File: src/armCtrl_config.svh
`ifndef ARM_CTRL_CONFIG_SVH
`define ARM_CTRL_CONFIG_SVH

`define WORD_W    32   // Instruction and data width

// Multi-bit instruction fields
`define COND_MSB  31
`define COND_LSB  28
`define CLASS_MSB 27
`define CLASS_LSB 26
`define OPC_MSB   24
`define OPC_LSB   21
`define RD_MSB    15
`define RD_LSB    12

// Single control bits
`define IMM_BIT   25   // Immediate operand 2
`define UP_BIT    23   // Add offset when set
`define BYTE_BIT  22   // Byte access
`define LOAD_BIT  20   // Load when set
`define SBIT      20   // Shares bit 20 with LOAD_BIT

`define PC_REG    15   // R15 is the program counter

`define NOP_INSTR 32'hF000_0000  // NV condition so it never executes

`endif

File: src/armIsaPkg.sv
package armIsaPkg;

  // Class field of the instruction word
  typedef enum logic [1:0] {
    dataProc   = 2'b00,
    loadStore  = 2'b01,
    branch     = 2'b10,
    undefClass = 2'b11    // Treated as a no-op
  } instrClass_e;

  // Data-processing opcodes in encoding order
  typedef enum logic [3:0] {
    opAnd, opEor, opSub, opRsb,   // 0x0 to 0x3
    opAdd, opAdc, opSbc, opRsc,   // 0x4 to 0x7
    opTst, opTeq, opCmp, opCmn,   // Compares write no register
    opOrr, opMov, opBic, opMvn    // 0xC to 0xF
  } aluOp_e;

  // Condition codes
  typedef enum logic [3:0] {
    condEq, condNe, condCs, condCc,
    condMi, condPl, condVs, condVc,
    condHi, condLs, condGe, condLt,
    condGt, condLe, condAl, condNv   // NV never executes
  } cond_e;

  typedef struct packed {
    logic n;   // Negative
    logic z;   // Zero
    logic c;   // Carry
    logic v;   // Overflow
  } nzcv_t;

  // Which flag bits an instruction updates
  typedef enum logic [1:0] {
    noFlags  = 2'b00,
    nzOnly   = 2'b01,   // Logical ops keep C and V
    allFlags = 2'b10
  } flagWrite_e;

endpackage

File: src/armPipePkg.sv
package armPipePkg;

  // Register read source selects
  typedef logic [1:0] regSrc_t;

  localparam int RegSrcPcBit = 0;   // Branch reads PC as Rn
  localparam int RegSrcRdBit = 1;   // Store reads Rd as second operand

  // Immediate extension format
  typedef enum logic [1:0] {
    imm8Rot = 2'b00,   // Data processing rotated imm8
    imm12   = 2'b01,   // Load/store offset
    imm24   = 2'b10    // Branch offset
  } immSrc_e;

  // One enable per byte lane of the data word
  typedef logic [3:0] byteMask_t;

  localparam byteMask_t WordMask = 4'b1111;   // Word access uses all lanes

endpackage

File: src/instrDecoder.sv
`include "armCtrl_config.svh"

module instrDecoder (
  input  logic [`WORD_W-1:0]    instrD,
  output armPipePkg::regSrc_t   regSrcD,
  output armPipePkg::immSrc_e   immSrcD,
  output logic                  aluSrcD,
  output logic                  memtoRegD,
  output logic                  regWriteD,
  output logic                  memWriteD,
  output logic                  branchD,
  output logic                  pcSrcD,
  output logic                  byteD,
  output armIsaPkg::aluOp_e     aluControlD,
  output armIsaPkg::flagWrite_e flagWriteD
);

  armIsaPkg::instrClass_e instrClass;
  armIsaPkg::aluOp_e      opcode;
  logic                   isCompare;   // TST TEQ CMP CMN
  logic                   isArith;     // Opcodes that produce C and V
  logic                   isLoad;

  assign instrClass = armIsaPkg::instrClass_e'(instrD[`CLASS_MSB:`CLASS_LSB]);
  assign opcode     = armIsaPkg::aluOp_e'(instrD[`OPC_MSB:`OPC_LSB]);
  assign isLoad     = instrD[`LOAD_BIT];

  assign isCompare = opcode inside {armIsaPkg::opTst, armIsaPkg::opTeq,
                                    armIsaPkg::opCmp, armIsaPkg::opCmn};
  assign isArith   = opcode inside {armIsaPkg::opSub, armIsaPkg::opRsb, armIsaPkg::opAdd,
                                    armIsaPkg::opAdc, armIsaPkg::opSbc, armIsaPkg::opRsc,
                                    armIsaPkg::opCmp, armIsaPkg::opCmn};

  // ======================================
  // Main decoder
  // ======================================
  always_comb begin
    regSrcD     = '0;                    // Defaults are the no-op
    immSrcD     = armPipePkg::imm8Rot;
    aluSrcD     = 1'b0;
    memtoRegD   = 1'b0;
    regWriteD   = 1'b0;
    memWriteD   = 1'b0;
    branchD     = 1'b0;
    byteD       = 1'b0;
    aluControlD = armIsaPkg::opAdd;
    flagWriteD  = armIsaPkg::noFlags;
    case (instrClass)
      armIsaPkg::dataProc: begin
        aluSrcD     = instrD[`IMM_BIT];   // Immediate or register operand 2
        regWriteD   = ~isCompare;
        aluControlD = opcode;             // Opcode passes straight to the ALU
        if (instrD[`SBIT]) begin
          flagWriteD = isArith ? armIsaPkg::allFlags : armIsaPkg::nzOnly;
        end
      end
      armIsaPkg::loadStore: begin
        immSrcD     = armPipePkg::imm12;
        aluSrcD     = 1'b1;               // Base plus offset
        memtoRegD   = isLoad;
        regWriteD   = isLoad;
        memWriteD   = ~isLoad;
        byteD       = instrD[`BYTE_BIT];
        aluControlD = instrD[`UP_BIT] ? armIsaPkg::opAdd : armIsaPkg::opSub;
        regSrcD[armPipePkg::RegSrcRdBit] = ~isLoad;   // Store data comes from Rd
      end
      armIsaPkg::branch: begin
        immSrcD = armPipePkg::imm24;
        aluSrcD = 1'b1;                   // PC plus offset
        branchD = 1'b1;
        regSrcD[armPipePkg::RegSrcPcBit] = 1'b1;
      end
      default: ;                          // undefClass keeps the no-op
    endcase
  end

  // Branch, or any register write that lands in R15
  assign pcSrcD = branchD | (regWriteD & (instrD[`RD_MSB:`RD_LSB] == 4'(`PC_REG)));

endmodule

File: src/condUnit.sv
module condUnit (
  input  armIsaPkg::cond_e      condE,
  input  armIsaPkg::nzcv_t      flagsE,       // Forwarded flags
  input  armIsaPkg::nzcv_t      aluFlagsE,
  input  armIsaPkg::flagWrite_e flagWriteE,
  output logic                  condEx,
  output armIsaPkg::nzcv_t      flagsNextE
);

  logic geFlag;   // Signed greater or equal

  assign geFlag = (flagsE.n == flagsE.v);

  // Condition check
  always_comb begin
    case (condE)
      armIsaPkg::condEq: condEx = flagsE.z;
      armIsaPkg::condNe: condEx = ~flagsE.z;
      armIsaPkg::condCs: condEx = flagsE.c;
      armIsaPkg::condCc: condEx = ~flagsE.c;
      armIsaPkg::condMi: condEx = flagsE.n;
      armIsaPkg::condPl: condEx = ~flagsE.n;
      armIsaPkg::condVs: condEx = flagsE.v;
      armIsaPkg::condVc: condEx = ~flagsE.v;
      armIsaPkg::condHi: condEx = flagsE.c & ~flagsE.z;    // Unsigned higher
      armIsaPkg::condLs: condEx = ~flagsE.c | flagsE.z;
      armIsaPkg::condGe: condEx = geFlag;
      armIsaPkg::condLt: condEx = ~geFlag;
      armIsaPkg::condGt: condEx = ~flagsE.z & geFlag;
      armIsaPkg::condLe: condEx = flagsE.z | ~geFlag;
      armIsaPkg::condAl: condEx = 1'b1;
      default:           condEx = 1'b0;                    // NV
    endcase
  end

  // Next flags merge ALU result into the forwarded flags
  always_comb begin
    flagsNextE = flagsE;
    if (flagWriteE != armIsaPkg::noFlags) begin
      flagsNextE.n = aluFlagsE.n;
      flagsNextE.z = aluFlagsE.z;
    end
    if (flagWriteE == armIsaPkg::allFlags) begin   // Arithmetic only
      flagsNextE.c = aluFlagsE.c;
      flagsNextE.v = aluFlagsE.v;
    end
  end

endmodule

File: src/statusFlags.sv
module statusFlags (
  input  logic             clk,
  input  logic             rst,
  input  logic             stallW,
  input  armIsaPkg::nzcv_t flagsNextM,
  input  logic             setFlagsM,
  input  armIsaPkg::nzcv_t flagsNextW,
  input  logic             setFlagsW,
  output armIsaPkg::nzcv_t flagsE,
  output armIsaPkg::nzcv_t flagsW
);

  // NZCV register, written as the instruction leaves Writeback
  always_ff @(posedge clk) begin
    if (rst) begin
      flagsW <= '0;
    end else if (~stallW & setFlagsW) begin
      flagsW <= flagsNextW;
    end
  end

  // Forwarding to Execute, youngest producer first
  always_comb begin
    if (setFlagsM) begin
      flagsE = flagsNextM;
    end else if (setFlagsW) begin
      flagsE = flagsNextW;
    end else begin
      flagsE = flagsW;   // No flag setter in flight
    end
  end

endmodule

File: src/pipeCtrl.sv
`include "armCtrl_config.svh"

module pipeCtrl (
  input  logic                  clk,
  input  logic                  rst,
  input  logic                  stallE,
  input  logic                  stallM,
  input  logic                  stallW,
  input  logic                  flushE,
  input  logic                  flushW,
  input  logic                  aluSrcD,
  input  logic                  memtoRegD,
  input  logic                  regWriteD,
  input  logic                  memWriteD,
  input  logic                  branchD,
  input  logic                  pcSrcD,
  input  logic                  byteD,
  input  armIsaPkg::aluOp_e     aluControlD,
  input  armIsaPkg::flagWrite_e flagWriteD,
  input  armIsaPkg::cond_e      condD,
  input  logic [1:0]            addrLowE,     // Low bits of the ALU result
  input  logic                  condEx,
  input  armIsaPkg::nzcv_t      flagsNextE,
  output armIsaPkg::cond_e      condE,
  output armIsaPkg::flagWrite_e flagWriteE,
  output armIsaPkg::nzcv_t      flagsNextM,
  output armIsaPkg::nzcv_t      flagsNextW,
  output logic                  setFlagsM,
  output logic                  setFlagsW,
  output logic                  aluSrcE,
  output armIsaPkg::aluOp_e     aluControlE,
  output logic                  branchTakenE,
  output logic                  memWriteM,
  output logic                  memtoRegM,
  output logic                  regWriteM,
  output armPipePkg::byteMask_t byteMaskM,
  output logic                  regWriteW,
  output logic                  memtoRegW,
  output logic                  pcSrcW,
  output logic                  loadByteW,    // Load length select
  output logic [1:0]            byteOffsetW
);

  localparam logic [`WORD_W-1:0] NopInstr   = `NOP_INSTR;
  localparam armIsaPkg::cond_e   BubbleCond =
    armIsaPkg::cond_e'(NopInstr[`COND_MSB:`COND_LSB]);   // Bubbles never execute

  logic                  memtoRegE, regWriteE, memWriteE, branchE, pcSrcE, byteE;
  logic                  regWriteGatedE, memWriteGatedE, pcSrcGatedE, setFlagsE;
  armPipePkg::byteMask_t byteMaskE;
  logic                  pcSrcM, byteM;
  logic [1:0]            byteOffsetM;

  // ======================================
  // Execute stage
  // ======================================
  always_ff @(posedge clk) begin
    if (rst | flushE) begin           // Flush wins over stall
      condE       <= BubbleCond;
      flagWriteE  <= armIsaPkg::noFlags;
      aluControlE <= armIsaPkg::opAnd;
      aluSrcE     <= 1'b0;
      memtoRegE   <= 1'b0;
      regWriteE   <= 1'b0;
      memWriteE   <= 1'b0;
      branchE     <= 1'b0;
      pcSrcE      <= 1'b0;
      byteE       <= 1'b0;
    end else if (~stallE) begin
      condE       <= condD;
      flagWriteE  <= flagWriteD;
      aluControlE <= aluControlD;
      aluSrcE     <= aluSrcD;
      memtoRegE   <= memtoRegD;
      regWriteE   <= regWriteD;
      memWriteE   <= memWriteD;
      branchE     <= branchD;
      pcSrcE      <= pcSrcD;
      byteE       <= byteD;
    end
  end

  // Condition gating of every architectural write
  assign regWriteGatedE = regWriteE & condEx;
  assign memWriteGatedE = memWriteE & condEx;
  assign pcSrcGatedE    = pcSrcE & condEx;
  assign branchTakenE   = branchE & condEx;
  assign setFlagsE      = (flagWriteE != armIsaPkg::noFlags) & condEx;

  // Byte access enables the addressed lane only
  assign byteMaskE = byteE ? (4'b0001 << addrLowE) : armPipePkg::WordMask;

  // ======================================
  // Memory stage
  // ======================================
  always_ff @(posedge clk) begin
    if (rst) begin                    // No flush here
      memWriteM   <= 1'b0;
      memtoRegM   <= 1'b0;
      regWriteM   <= 1'b0;
      pcSrcM      <= 1'b0;
      setFlagsM   <= 1'b0;
      flagsNextM  <= '0;
      byteMaskM   <= '0;
      byteM       <= 1'b0;
      byteOffsetM <= 2'b00;
    end else if (~stallM) begin
      memWriteM   <= memWriteGatedE;
      memtoRegM   <= memtoRegE;
      regWriteM   <= regWriteGatedE;
      pcSrcM      <= pcSrcGatedE;
      setFlagsM   <= setFlagsE;
      flagsNextM  <= flagsNextE;
      byteMaskM   <= byteMaskE;
      byteM       <= byteE;
      byteOffsetM <= addrLowE;        // Lane for load alignment
    end
  end

  // ======================================
  // Writeback stage
  // ======================================
  always_ff @(posedge clk) begin
    if (rst | flushW) begin
      regWriteW   <= 1'b0;
      memtoRegW   <= 1'b0;
      pcSrcW      <= 1'b0;
      setFlagsW   <= 1'b0;
      flagsNextW  <= '0;
      loadByteW   <= 1'b0;
      byteOffsetW <= 2'b00;
    end else if (~stallW) begin
      regWriteW   <= regWriteM;
      memtoRegW   <= memtoRegM;
      pcSrcW      <= pcSrcM;
      setFlagsW   <= setFlagsM;
      flagsNextW  <= flagsNextM;
      loadByteW   <= byteM;
      byteOffsetW <= byteOffsetM;
    end
  end

endmodule

File: src/armController.sv
`include "armCtrl_config.svh"

module armController (
  input  logic                  clk,
  input  logic                  rst,
  input  logic [`WORD_W-1:0]    instrD,
  input  armIsaPkg::nzcv_t      aluFlagsE,
  input  logic [1:0]            addrLowE,
  input  logic                  stallE,
  input  logic                  stallM,
  input  logic                  stallW,
  input  logic                  flushE,
  input  logic                  flushW,
  output armPipePkg::regSrc_t   regSrcD,
  output armPipePkg::immSrc_e   immSrcD,
  output logic                  aluSrcE,
  output armIsaPkg::aluOp_e     aluControlE,
  output logic                  branchTakenE,
  output logic                  memWriteM,
  output logic                  memtoRegM,
  output logic                  regWriteM,
  output armPipePkg::byteMask_t byteMaskM,
  output logic                  regWriteW,
  output logic                  memtoRegW,
  output logic                  pcSrcW,
  output logic                  loadByteW,
  output logic [1:0]            byteOffsetW,
  output armIsaPkg::nzcv_t      flagsW
);

  // Decode controls
  logic                  aluSrcD, memtoRegD, regWriteD, memWriteD, branchD, pcSrcD, byteD;
  armIsaPkg::aluOp_e     aluControlD;
  armIsaPkg::flagWrite_e flagWriteD;
  armIsaPkg::cond_e      condD;
  // Execute condition path
  armIsaPkg::cond_e      condE;
  armIsaPkg::flagWrite_e flagWriteE;
  armIsaPkg::nzcv_t      flagsE, flagsNextE;
  logic                  condEx;
  // Flag pipeline
  armIsaPkg::nzcv_t      flagsNextM, flagsNextW;
  logic                  setFlagsM, setFlagsW;

  assign condD = armIsaPkg::cond_e'(instrD[`COND_MSB:`COND_LSB]);

  instrDecoder decoder (
    .instrD(instrD), .regSrcD(regSrcD), .immSrcD(immSrcD), .aluSrcD(aluSrcD),
    .memtoRegD(memtoRegD), .regWriteD(regWriteD), .memWriteD(memWriteD),
    .branchD(branchD), .pcSrcD(pcSrcD), .byteD(byteD),
    .aluControlD(aluControlD), .flagWriteD(flagWriteD)
  );

  pipeCtrl pipe (
    .clk(clk), .rst(rst), .stallE(stallE), .stallM(stallM), .stallW(stallW),
    .flushE(flushE), .flushW(flushW), .aluSrcD(aluSrcD), .memtoRegD(memtoRegD),
    .regWriteD(regWriteD), .memWriteD(memWriteD), .branchD(branchD), .pcSrcD(pcSrcD),
    .byteD(byteD), .aluControlD(aluControlD), .flagWriteD(flagWriteD), .condD(condD),
    .addrLowE(addrLowE), .condEx(condEx), .flagsNextE(flagsNextE), .condE(condE),
    .flagWriteE(flagWriteE), .flagsNextM(flagsNextM), .flagsNextW(flagsNextW),
    .setFlagsM(setFlagsM), .setFlagsW(setFlagsW), .aluSrcE(aluSrcE),
    .aluControlE(aluControlE), .branchTakenE(branchTakenE), .memWriteM(memWriteM),
    .memtoRegM(memtoRegM), .regWriteM(regWriteM), .byteMaskM(byteMaskM),
    .regWriteW(regWriteW), .memtoRegW(memtoRegW), .pcSrcW(pcSrcW),
    .loadByteW(loadByteW), .byteOffsetW(byteOffsetW)
  );

  condUnit cond (
    .condE(condE), .flagsE(flagsE), .aluFlagsE(aluFlagsE), .flagWriteE(flagWriteE),
    .condEx(condEx), .flagsNextE(flagsNextE)
  );

  statusFlags flags (
    .clk(clk), .rst(rst), .stallW(stallW), .flagsNextM(flagsNextM),
    .setFlagsM(setFlagsM), .flagsNextW(flagsNextW), .setFlagsW(setFlagsW),
    .flagsE(flagsE), .flagsW(flagsW)
  );

endmodule

File: config.mk
export PLATFORM = sky130hd
export DESIGN_NAME = armController
export DESIGN_NICKNAME = d
export VERILOG_FILES = /design/src/armIsaPkg.sv /design/src/armPipePkg.sv /design/src/instrDecoder.sv /design/src/condUnit.sv /design/src/statusFlags.sv /design/src/pipeCtrl.sv /design/src/armController.sv
export VERILOG_INCLUDE_DIRS = /design/src
export SDC_FILE = /design/constraint.sdc
export NUM_CORES = 1
export LEC_CHECK = 0
export BUFFER_PORTS_ARGS = -buffer_cell sky130_fd_sc_hd__buf_2
export CAP_MARGIN = 20
export CORE_MARGIN = 1.5
export CORE_UTILIZATION = 45
export CTS_CLUSTER_DIAMETER = 80
export DETAILED_ROUTE_END_ITERATION = 7
export GPL_TIMING_DRIVEN = 0
export PLACE_DENSITY_LB_ADDON = 0.08
export SLEW_MARGIN = 20
export SYNTH_ARGS = -nofsm -noshare
export SYNTH_HDL_FRONTEND = slang
export SYNTH_SLANG_ARGS = --single-unit
File: constraint.sdc
create_clock -name clk -period 2 [get_ports clk]
set_input_delay 0 -clock clk [delete_from_list [all_inputs] [get_ports clk]]
set_output_delay 0 -clock clk [all_outputs]
set_load 0.03 [all_outputs]
# Word level (Yosys, flattened, before mapping)
# Cells that the tools add are included.
# classes
eq_ne	29
shift	1
n_mux	18
bitwise	22
reduce_logical	6
# ops
cell	n
$eq A4 B4 Y1 const B	12
$eq A4 B3 Y1 const B	8
$eq A4 B2 Y1 const B	4
$pmux W1 S15	1
$mux W4	3
$mux W2	5
$and A1 B1 Y1	9
$not A1 Y1	8
$pmux W4 S2	1
$reduce_bool A8 Y1	1
$or A1 B1 Y1	5
$eq A2 B2 Y1 const B	2
$eq A4 B1 Y1 const B	1
$logic_not A4 Y1	1
$mux W1	4
$pmux W1 S2	2
$pmux W2 S2	1
$reduce_bool A4 Y1	1
$shl A1 B2 Y4 const A	1
$mux W3	1
$eq A2 B1 Y1 const B	1
$logic_not A2 Y1	1
$reduce_bool A2 Y1	1
$reduce_or A2 Y1	1
$eq A1 B1 Y1	1
# word_totals
ff_bits	48
in_bits	45
wordCells	112

# Logic depth before layout (Yosys ltp)
# depth
ltp_word	7
mapped_depth	7

# By module
# From an unflattened synthesis, not the netlist that was laid out.
# hier_totals
cells_unflattened	249
area_unflattened_um2	2329.7
# by_module_without_submodules
module	n_inst	cells_per_inst	area_per_inst_um2	seq_area_each_um2
pipeCtrl	1	156	1607.8	880.8
statusFlags	1	27	246.5	80.1
instrDecoder	1	35	245.2	0.0
condUnit	1	31	230.2	0.0

# Worst setup path before layout
# OpenSTA, ideal clock, no wires.
# synth_path
kind	reg-to-reg
startpoint	reg pipe.setFlagsW
endpoint	reg pipe.memWriteM
setup_time_ns	0.132
arrival_ns	1.932
required_ns	1.868
path_slack_ns	-0.064
stages_incl_launch_ff	7
synth_period_minus_slack_ns	2.064
cell_sequence	dfxtp_1 > mux2_4 > mux4_2 > xor2_1 > a32o_2 > o311ai_1 > a21oi_1
# synth_via
elab_chain_cells	7
# synth_rtl
element	line	text
start, declared	pipeCtrl.sv:29	output logic setFlagsW,
start signal, assigned	pipeCtrl.sv:136	setFlagsW <= setFlagsM;
$mux W4 *	statusFlags.sv:26	end else if (setFlagsW) begin
$mux W4 *	statusFlags.sv:24	if (setFlagsM) begin
$eq A1 B1 Y1	condUnit.sv:12	assign geFlag = (flagsE.n == flagsE.v);
$not A1 Y1	condUnit.sv:28, condUnit.sv:30	
$or A1 B1 Y1	condUnit.sv:30	armIsaPkg::condLe: condEx = flagsE.z | ~geFlag;
$pmux W1 S15 *	condUnit.sv:16	case (condE)
$and A1 B1 Y1 *	pipeCtrl.sv:85	assign memWriteGatedE = memWriteE & condEx;
end signal, assigned	pipeCtrl.sv:108	memWriteM <= memWriteGatedE;
end, declared	pipeCtrl.sv:33	output logic memWriteM,
# Mark *: on every way between the ends. The rest lies on a longest branch, timed or not.
# A chain may end at the register's enable or synchronous reset.

# Worst setup path after layout
# layout_path
startpoint	reg pipe.setFlagsW
endpoint	out branchTakenE
# layout_via
elab_chain_cells	7
# layout_rtl
element	line	text
$mux W4 *	statusFlags.sv:26	
$mux W4 *	statusFlags.sv:24	
$eq A1 B1 Y1	condUnit.sv:12	
$not A1 Y1	condUnit.sv:28, condUnit.sv:30	
$or A1 B1 Y1	condUnit.sv:30	
$pmux W1 S15 *	condUnit.sv:16	
$and A1 B1 Y1 *	pipeCtrl.sv:87	assign branchTakenE = branchE & condEx;
end, declared	armController.sv:18	output logic branchTakenE,
# Marks and branches as above.

==> impl_results.html <==
<table>
<tr><th>Metric</th><th>Value</th></tr>
<tr><th colspan="2">Power and ir drop</th></tr>
<tr><td>Power density over cell area</td><td>~620 nW/um^2</td></tr>
<tr><td>Power consumption</td><td>around 0.0018 W</td></tr>
<tr><td>Static Leak</td><td>between 1 and 1.5 nW</td></tr>
<tr><td>Worst IR drop on VDD</td><td>roughly 0.44 mV</td></tr>
<tr><th colspan="2">CTS</th></tr>
<tr><td>Clock latency of the later-clocked register in the worst-skew pair</td><td>around 0.30 ns</td></tr>
<tr><td>CTS tree</td><td>built</td></tr>
<tr><td>Buffer levels on the longest clock path</td><td>2</td></tr>
<tr><td>Num Clock Sinks</td><td>48</td></tr>
<tr><td>Number of CTS-inserted buffers</td><td>5</td></tr>
<tr><td>H-tree depth</td><td>2</td></tr>
<tr><td>Clock input transition at the sequential cells of the worst setup and hold paths</td><td>about 0.1 ns</td></tr>
<tr><td>Clock Tree Root</td><td>sky130_fd_sc_hd__clkbuf_8</td></tr>
<tr><th colspan="2">Routing</th></tr>
<tr><td>Aggregate routed wire length</td><td>about 5300 um</td></tr>
<tr><td>Drt drc</td><td>0</td></tr>
<tr><td>Initial DRC count</td><td>87</td></tr>
<tr><td>Remaining number of nets flagged by the antenna check after routing</td><td>0</td></tr>
<tr><td>Vias</td><td>about 2000</td></tr>
<tr><td>Via-to-Cell Ratio</td><td>between 5 and 6</td></tr>
<tr><td>First-pass detailed-route iteration total</td><td>4</td></tr>
<tr><td>Average routed wire per standard cell</td><td>about 13 um</td></tr>
<tr><th colspan="2">Placed design</th></tr>
<tr><td>Final GP Congestion</td><td>between 0.7 and 0.8</td></tr>
<tr><td>Placed wire-length estimate after detailed placement</td><td>between 3000 and 4000 um</td></tr>
<tr><td>Number of port buffers</td><td>between 50 and 60</td></tr>
<tr><th colspan="2">Synth</th></tr>
<tr><td>Main area contributors after synthesis</td><td>sky130_fd_sc_hd__dfxtp_1, sky130_fd_sc_hd__mux2i_1, sky130_fd_sc_hd__nor2_1, sky130_fd_sc_hd__a21oi_1, sky130_fd_sc_hd__nand2_1</td></tr>
<tr><td>Synthesized cell area</td><td>~2200 sq um</td></tr>
<tr><td>Unique masters post-synth</td><td>39</td></tr>
<tr><td>Number of synthesized flops with an enable pin</td><td>0</td></tr>
<tr><td>Gate count of the mapped netlist</td><td>about 260</td></tr>
<tr><td>Net count after synthesis</td><td>just over 300</td></tr>
<tr><td>Post-synthesis sequential element count</td><td>between 40 and 50</td></tr>
<tr><td>Most instantiated cells after synthesis</td><td>sky130_fd_sc_hd__nor2_1, sky130_fd_sc_hd__dfxtp_1, sky130_fd_sc_hd__mux2i_1</td></tr>
<tr><td>Area fraction of the dominant cell type after synthesis</td><td>around 43%</td></tr>
<tr><td>Dominant cell by count in the synthesized netlist</td><td>sky130_fd_sc_hd__nor2_1</td></tr>
<tr><td>Prevailing post-synth register cell</td><td>sky130_fd_sc_hd__dfxtp_1</td></tr>
<tr><td>Part of the Yosys area used for sequential elements</td><td>a little over two fifths</td></tr>
<tr><td>Share of flip-flops with an asynchronous set or reset</td><td>0%</td></tr>
<tr><td>YS warnings</td><td>0</td></tr>
<tr><td>Avg Inst Size Synth</td><td>slightly below 9 sq um</td></tr>
<tr><td>Largest area contributor in the netlist</td><td>sky130_fd_sc_hd__dfxtp_1</td></tr>
<tr><th colspan="2">Finish</th></tr>
<tr><td>Final core utilization</td><td>about three fifths</td></tr>
<tr><td>Fillcell total</td><td>445</td></tr>
<tr><td>FF+latch area</td><td>slightly below 1000 sq um</td></tr>
<tr><td>Antenna cells</td><td>0</td></tr>
<tr><td>Area of the multi-input gates</td><td>about 1200 sq um</td></tr>
<tr><td>Area growth from synthesis to layout</td><td>30.4%</td></tr>
<tr><td>Post-layout net count</td><td>around 380</td></tr>
<tr><td>Fraction of layout cells with a size suffix above 1</td><td>between 20% and 30%</td></tr>
<tr><th colspan="2">Worst hold path</th></tr>
<tr><td>Class of the most critical hold timing path</td><td>in -&gt; reg</td></tr>
<tr><th colspan="2">STA</th></tr>
<tr><td>Max Freq</td><td>~430 MHz</td></tr>
<tr><td>Number of setup violations in the final report</td><td>5</td></tr>
<tr><td>Post-Route Hold Slack</td><td>a little over 0.05 ns</td></tr>
<tr><td>Final critical-path required period</td><td>2.34 ns</td></tr>
<tr><td>Sum Neg Setup Slack</td><td>-1.23 ns</td></tr>
<tr><td>Worst-margin pin slew</td><td>0.726 ns</td></tr>
<tr><td>Unrepaired setup endpoints after global routing</td><td>yes</td></tr>
<tr><td>Final-report max-slew violation count</td><td>0</td></tr>
<tr><td>Post-layout worst setup margin</td><td>-0.337 ns</td></tr>
<tr><td>Maximum clock skew at final layout</td><td>slightly above 0.009 ns</td></tr>
<tr><td>Max_slew headroom</td><td>51.6%</td></tr>
<tr><td>Hold violation total from the final report</td><td>0</td></tr>
<tr><td>Ratio of final minimum period to clock period</td><td>117%</td></tr>
<tr><th colspan="2">Floorplanning</th></tr>
<tr><td>I/O pin cnt</td><td>72</td></tr>
<tr><td>Height of the die</td><td>73.7 um</td></tr>
<tr><td>FP Rows</td><td>25</td></tr>
<tr><td>Die Outline Area</td><td>about 5400 sq um</td></tr>
<tr><td>Width of the die</td><td>73.7 um</td></tr>
<tr><td>Initial cell density of the core</td><td>a little under half</td></tr>
<tr><td>Area of the core region</td><td>about 4800 sq um</td></tr>
<tr><th colspan="2">Critical path</th></tr>
<tr><td>Critical path capture point type</td><td>output pin</td></tr>
<tr><td>Worst setup SP type</td><td>register</td></tr>
<tr><td>Critical path fanouts, max</td><td>5</td></tr>
<tr><td>Worst EP required</td><td>around 2.0 ns</td></tr>
<tr><td>Data arrival time of the critical path</td><td>2.34 ns</td></tr>
<tr><td>Setup Crit Path Kind</td><td>reg -&gt; out</td></tr>
<tr><th colspan="2">GRT</th></tr>
<tr><td>Antenna violations before repair</td><td>0</td></tr>
<tr><td>Vias in the first global route</td><td>1848</td></tr>
<tr><td>Pin count of the biggest net entering global routing</td><td>16</td></tr>
<tr><td>Total GRT Usage</td><td>20.0%</td></tr>
<tr><td>Remaining Overflow, GRT</td><td>0</td></tr>
<tr><td>Global-route wire length before repair</td><td>8250 um</td></tr>
<tr><th colspan="2">Outcome</th></tr>
<tr><td>Status</td><td>finished, violations left</td></tr>
<tr><td>Failing checks</td><td>setup timing</td></tr>
<tr><th colspan="2">Run</th></tr>
<tr><td>Max cap viols</td><td>0</td></tr>
</table>
[metal layers]
layer | part of all wire, % | up-vias | track usage, % | routed length (um)
met5 | 0 | - | 0 | 0
met3 | 4.6 | 9 | 3.84 | 244
met1 | 46 | 944 | 25.4 | 2460
met4 | 1.5 | 0 | 8.23 | 80
met2 | 47 | 47 | 33.0 | 2520
li1 | - | 1028 | - | -
[layout by cell type, fill, tap and decap left out, types with 2 or more instances in the layout]
master and count:
sky130_fd_sc_hd__mux2_4 2, sky130_fd_sc_hd__buf_1 2, sky130_fd_sc_hd__ha_1 4, sky130_fd_sc_hd__clkbuf_1 9, sky130_fd_sc_hd__clkinvlp_4 2, sky130_fd_sc_hd__o21ai_0 6
sky130_fd_sc_hd__nor2b_1 3, sky130_fd_sc_hd__nor2_1 52, sky130_fd_sc_hd__o31a_1 2, sky130_fd_sc_hd__dfxtp_2 2, sky130_fd_sc_hd__nand2b_1 6, sky130_fd_sc_hd__mux2i_1 29
sky130_fd_sc_hd__buf_2 53, sky130_fd_sc_hd__nand2_1 16, sky130_fd_sc_hd__a21oi_1 20, sky130_fd_sc_hd__nand3b_1 3, sky130_fd_sc_hd__a22oi_1 3, sky130_fd_sc_hd__mux2_2 4
sky130_fd_sc_hd__xor2_1 2, sky130_fd_sc_hd__or2_2 3, sky130_fd_sc_hd__o311ai_0 2, sky130_fd_sc_hd__dlygate4sd3_1 15, sky130_fd_sc_hd__dfxtp_1 45, sky130_fd_sc_hd__and3_1 2
sky130_fd_sc_hd__inv_1 8, sky130_fd_sc_hd__buf_4 6, sky130_fd_sc_hd__nor3_1 4, sky130_fd_sc_hd__clkbuf_8 6, sky130_fd_sc_hd__o311ai_2 3
[report_power, final]
part           switching (W)  internal [W]
clock               0.000337      0.000280
sequential         0.0000142      0.000973
combinational       0.000130     0.0000973
total               0.000481       0.00135
[worst max-delay path: stages (launching register included)]
cell                      delay [ns]
sky130_fd_sc_hd__dfxtp_4        0.40
sky130_fd_sc_hd__mux2_4         0.31
sky130_fd_sc_hd__mux4_2         0.49
sky130_fd_sc_hd__xor2_1         0.16
sky130_fd_sc_hd__a32o_2         0.26
sky130_fd_sc_hd__o31a_1         0.26
sky130_fd_sc_hd__buf_6          0.15
[state kept, by name, indices dropped and copies added, names as in the netlist, 2 cells and up]
register,count
pipe.byteMaskM,4
pipe.flagsNextW,4
pipe.aluControlE,4
pipe.flagsNextM,4
pipe.condE,4
flags.flagsW,4
pipe.byteOffsetM,2
pipe.byteOffsetW,2
pipe.flagWriteE,2
[cell type report]
class	count	area share [%]
clock buffers	6	2.82
flip-flops and latches	48	33.0
well taps	67	2.86
multi-input cells	183	42.3
inverters	8	1.02
clock inverters	2	0.512
repair buffers	71	15.2
plain buffers	15	2.35
[per-stage QoR]
| step | setup slack (ns) | instances | instance area [sq um] |
|---|---|---|---|
| final | -0.337 | 400 | 2930 |
| after global routing | -0.412 | 400 | 2930 |
| after CTS | -0.330 | 399 | 2900 |
| after detailed placement | -0.246 | 375 | 2600 |
| after global placement | -0.244 | 375 | 2600 |
| after floorplan | 0.0107 | 255 | 2250 |
[what timing repair did]
| action | 4_1_cts | 5_1_grt |
|---|---|---|
| cloned | 0 | 0 |
| hold buffers | 15 | 0 |
| hold endpoints to repair | 10 | 0 |
| setup buffers | 2 | 1 |
| setup endpoints to repair | 5 | 5 |
| pin swaps | 1 | 2 |
| gates resized for setup | 6 | 4 |
[cells by family after synthesis]
kind of cell / share of synthesized area, %
and+or+nand+nor: 18.3
DFF: 42.7
AOI/OAI and AO/OA: 13.4
muxes: 17.7
buffers and inverters: 4.56
adders and majority gates: 2.23
xor gates and xnor gates: 1.17
[worst paths after layout]
kind / from / to / slack [ns] / cells past startpoint
setup / recovery: pipe.setFlagsW$_SDFFE_PP0N_ / branchTakenE / -0.34 / 6
hold / removal: aluFlagsE[1] / pipe.flagsNextM[1]$_SDFFE_PP0N_ / 0.05 / 5
hold reg to reg: pipe.pcSrcM$_SDFFE_PP0N_ / pipe.pcSrcM$_SDFFE_PP0N_ / 0.46 / 2
setup reg to reg: pipe.setFlagsW$_SDFFE_PP0N_ / pipe.regWriteM$_SDFFE_PP0N_ / -0.27 / 7
(Power assumes the default switching activity.)
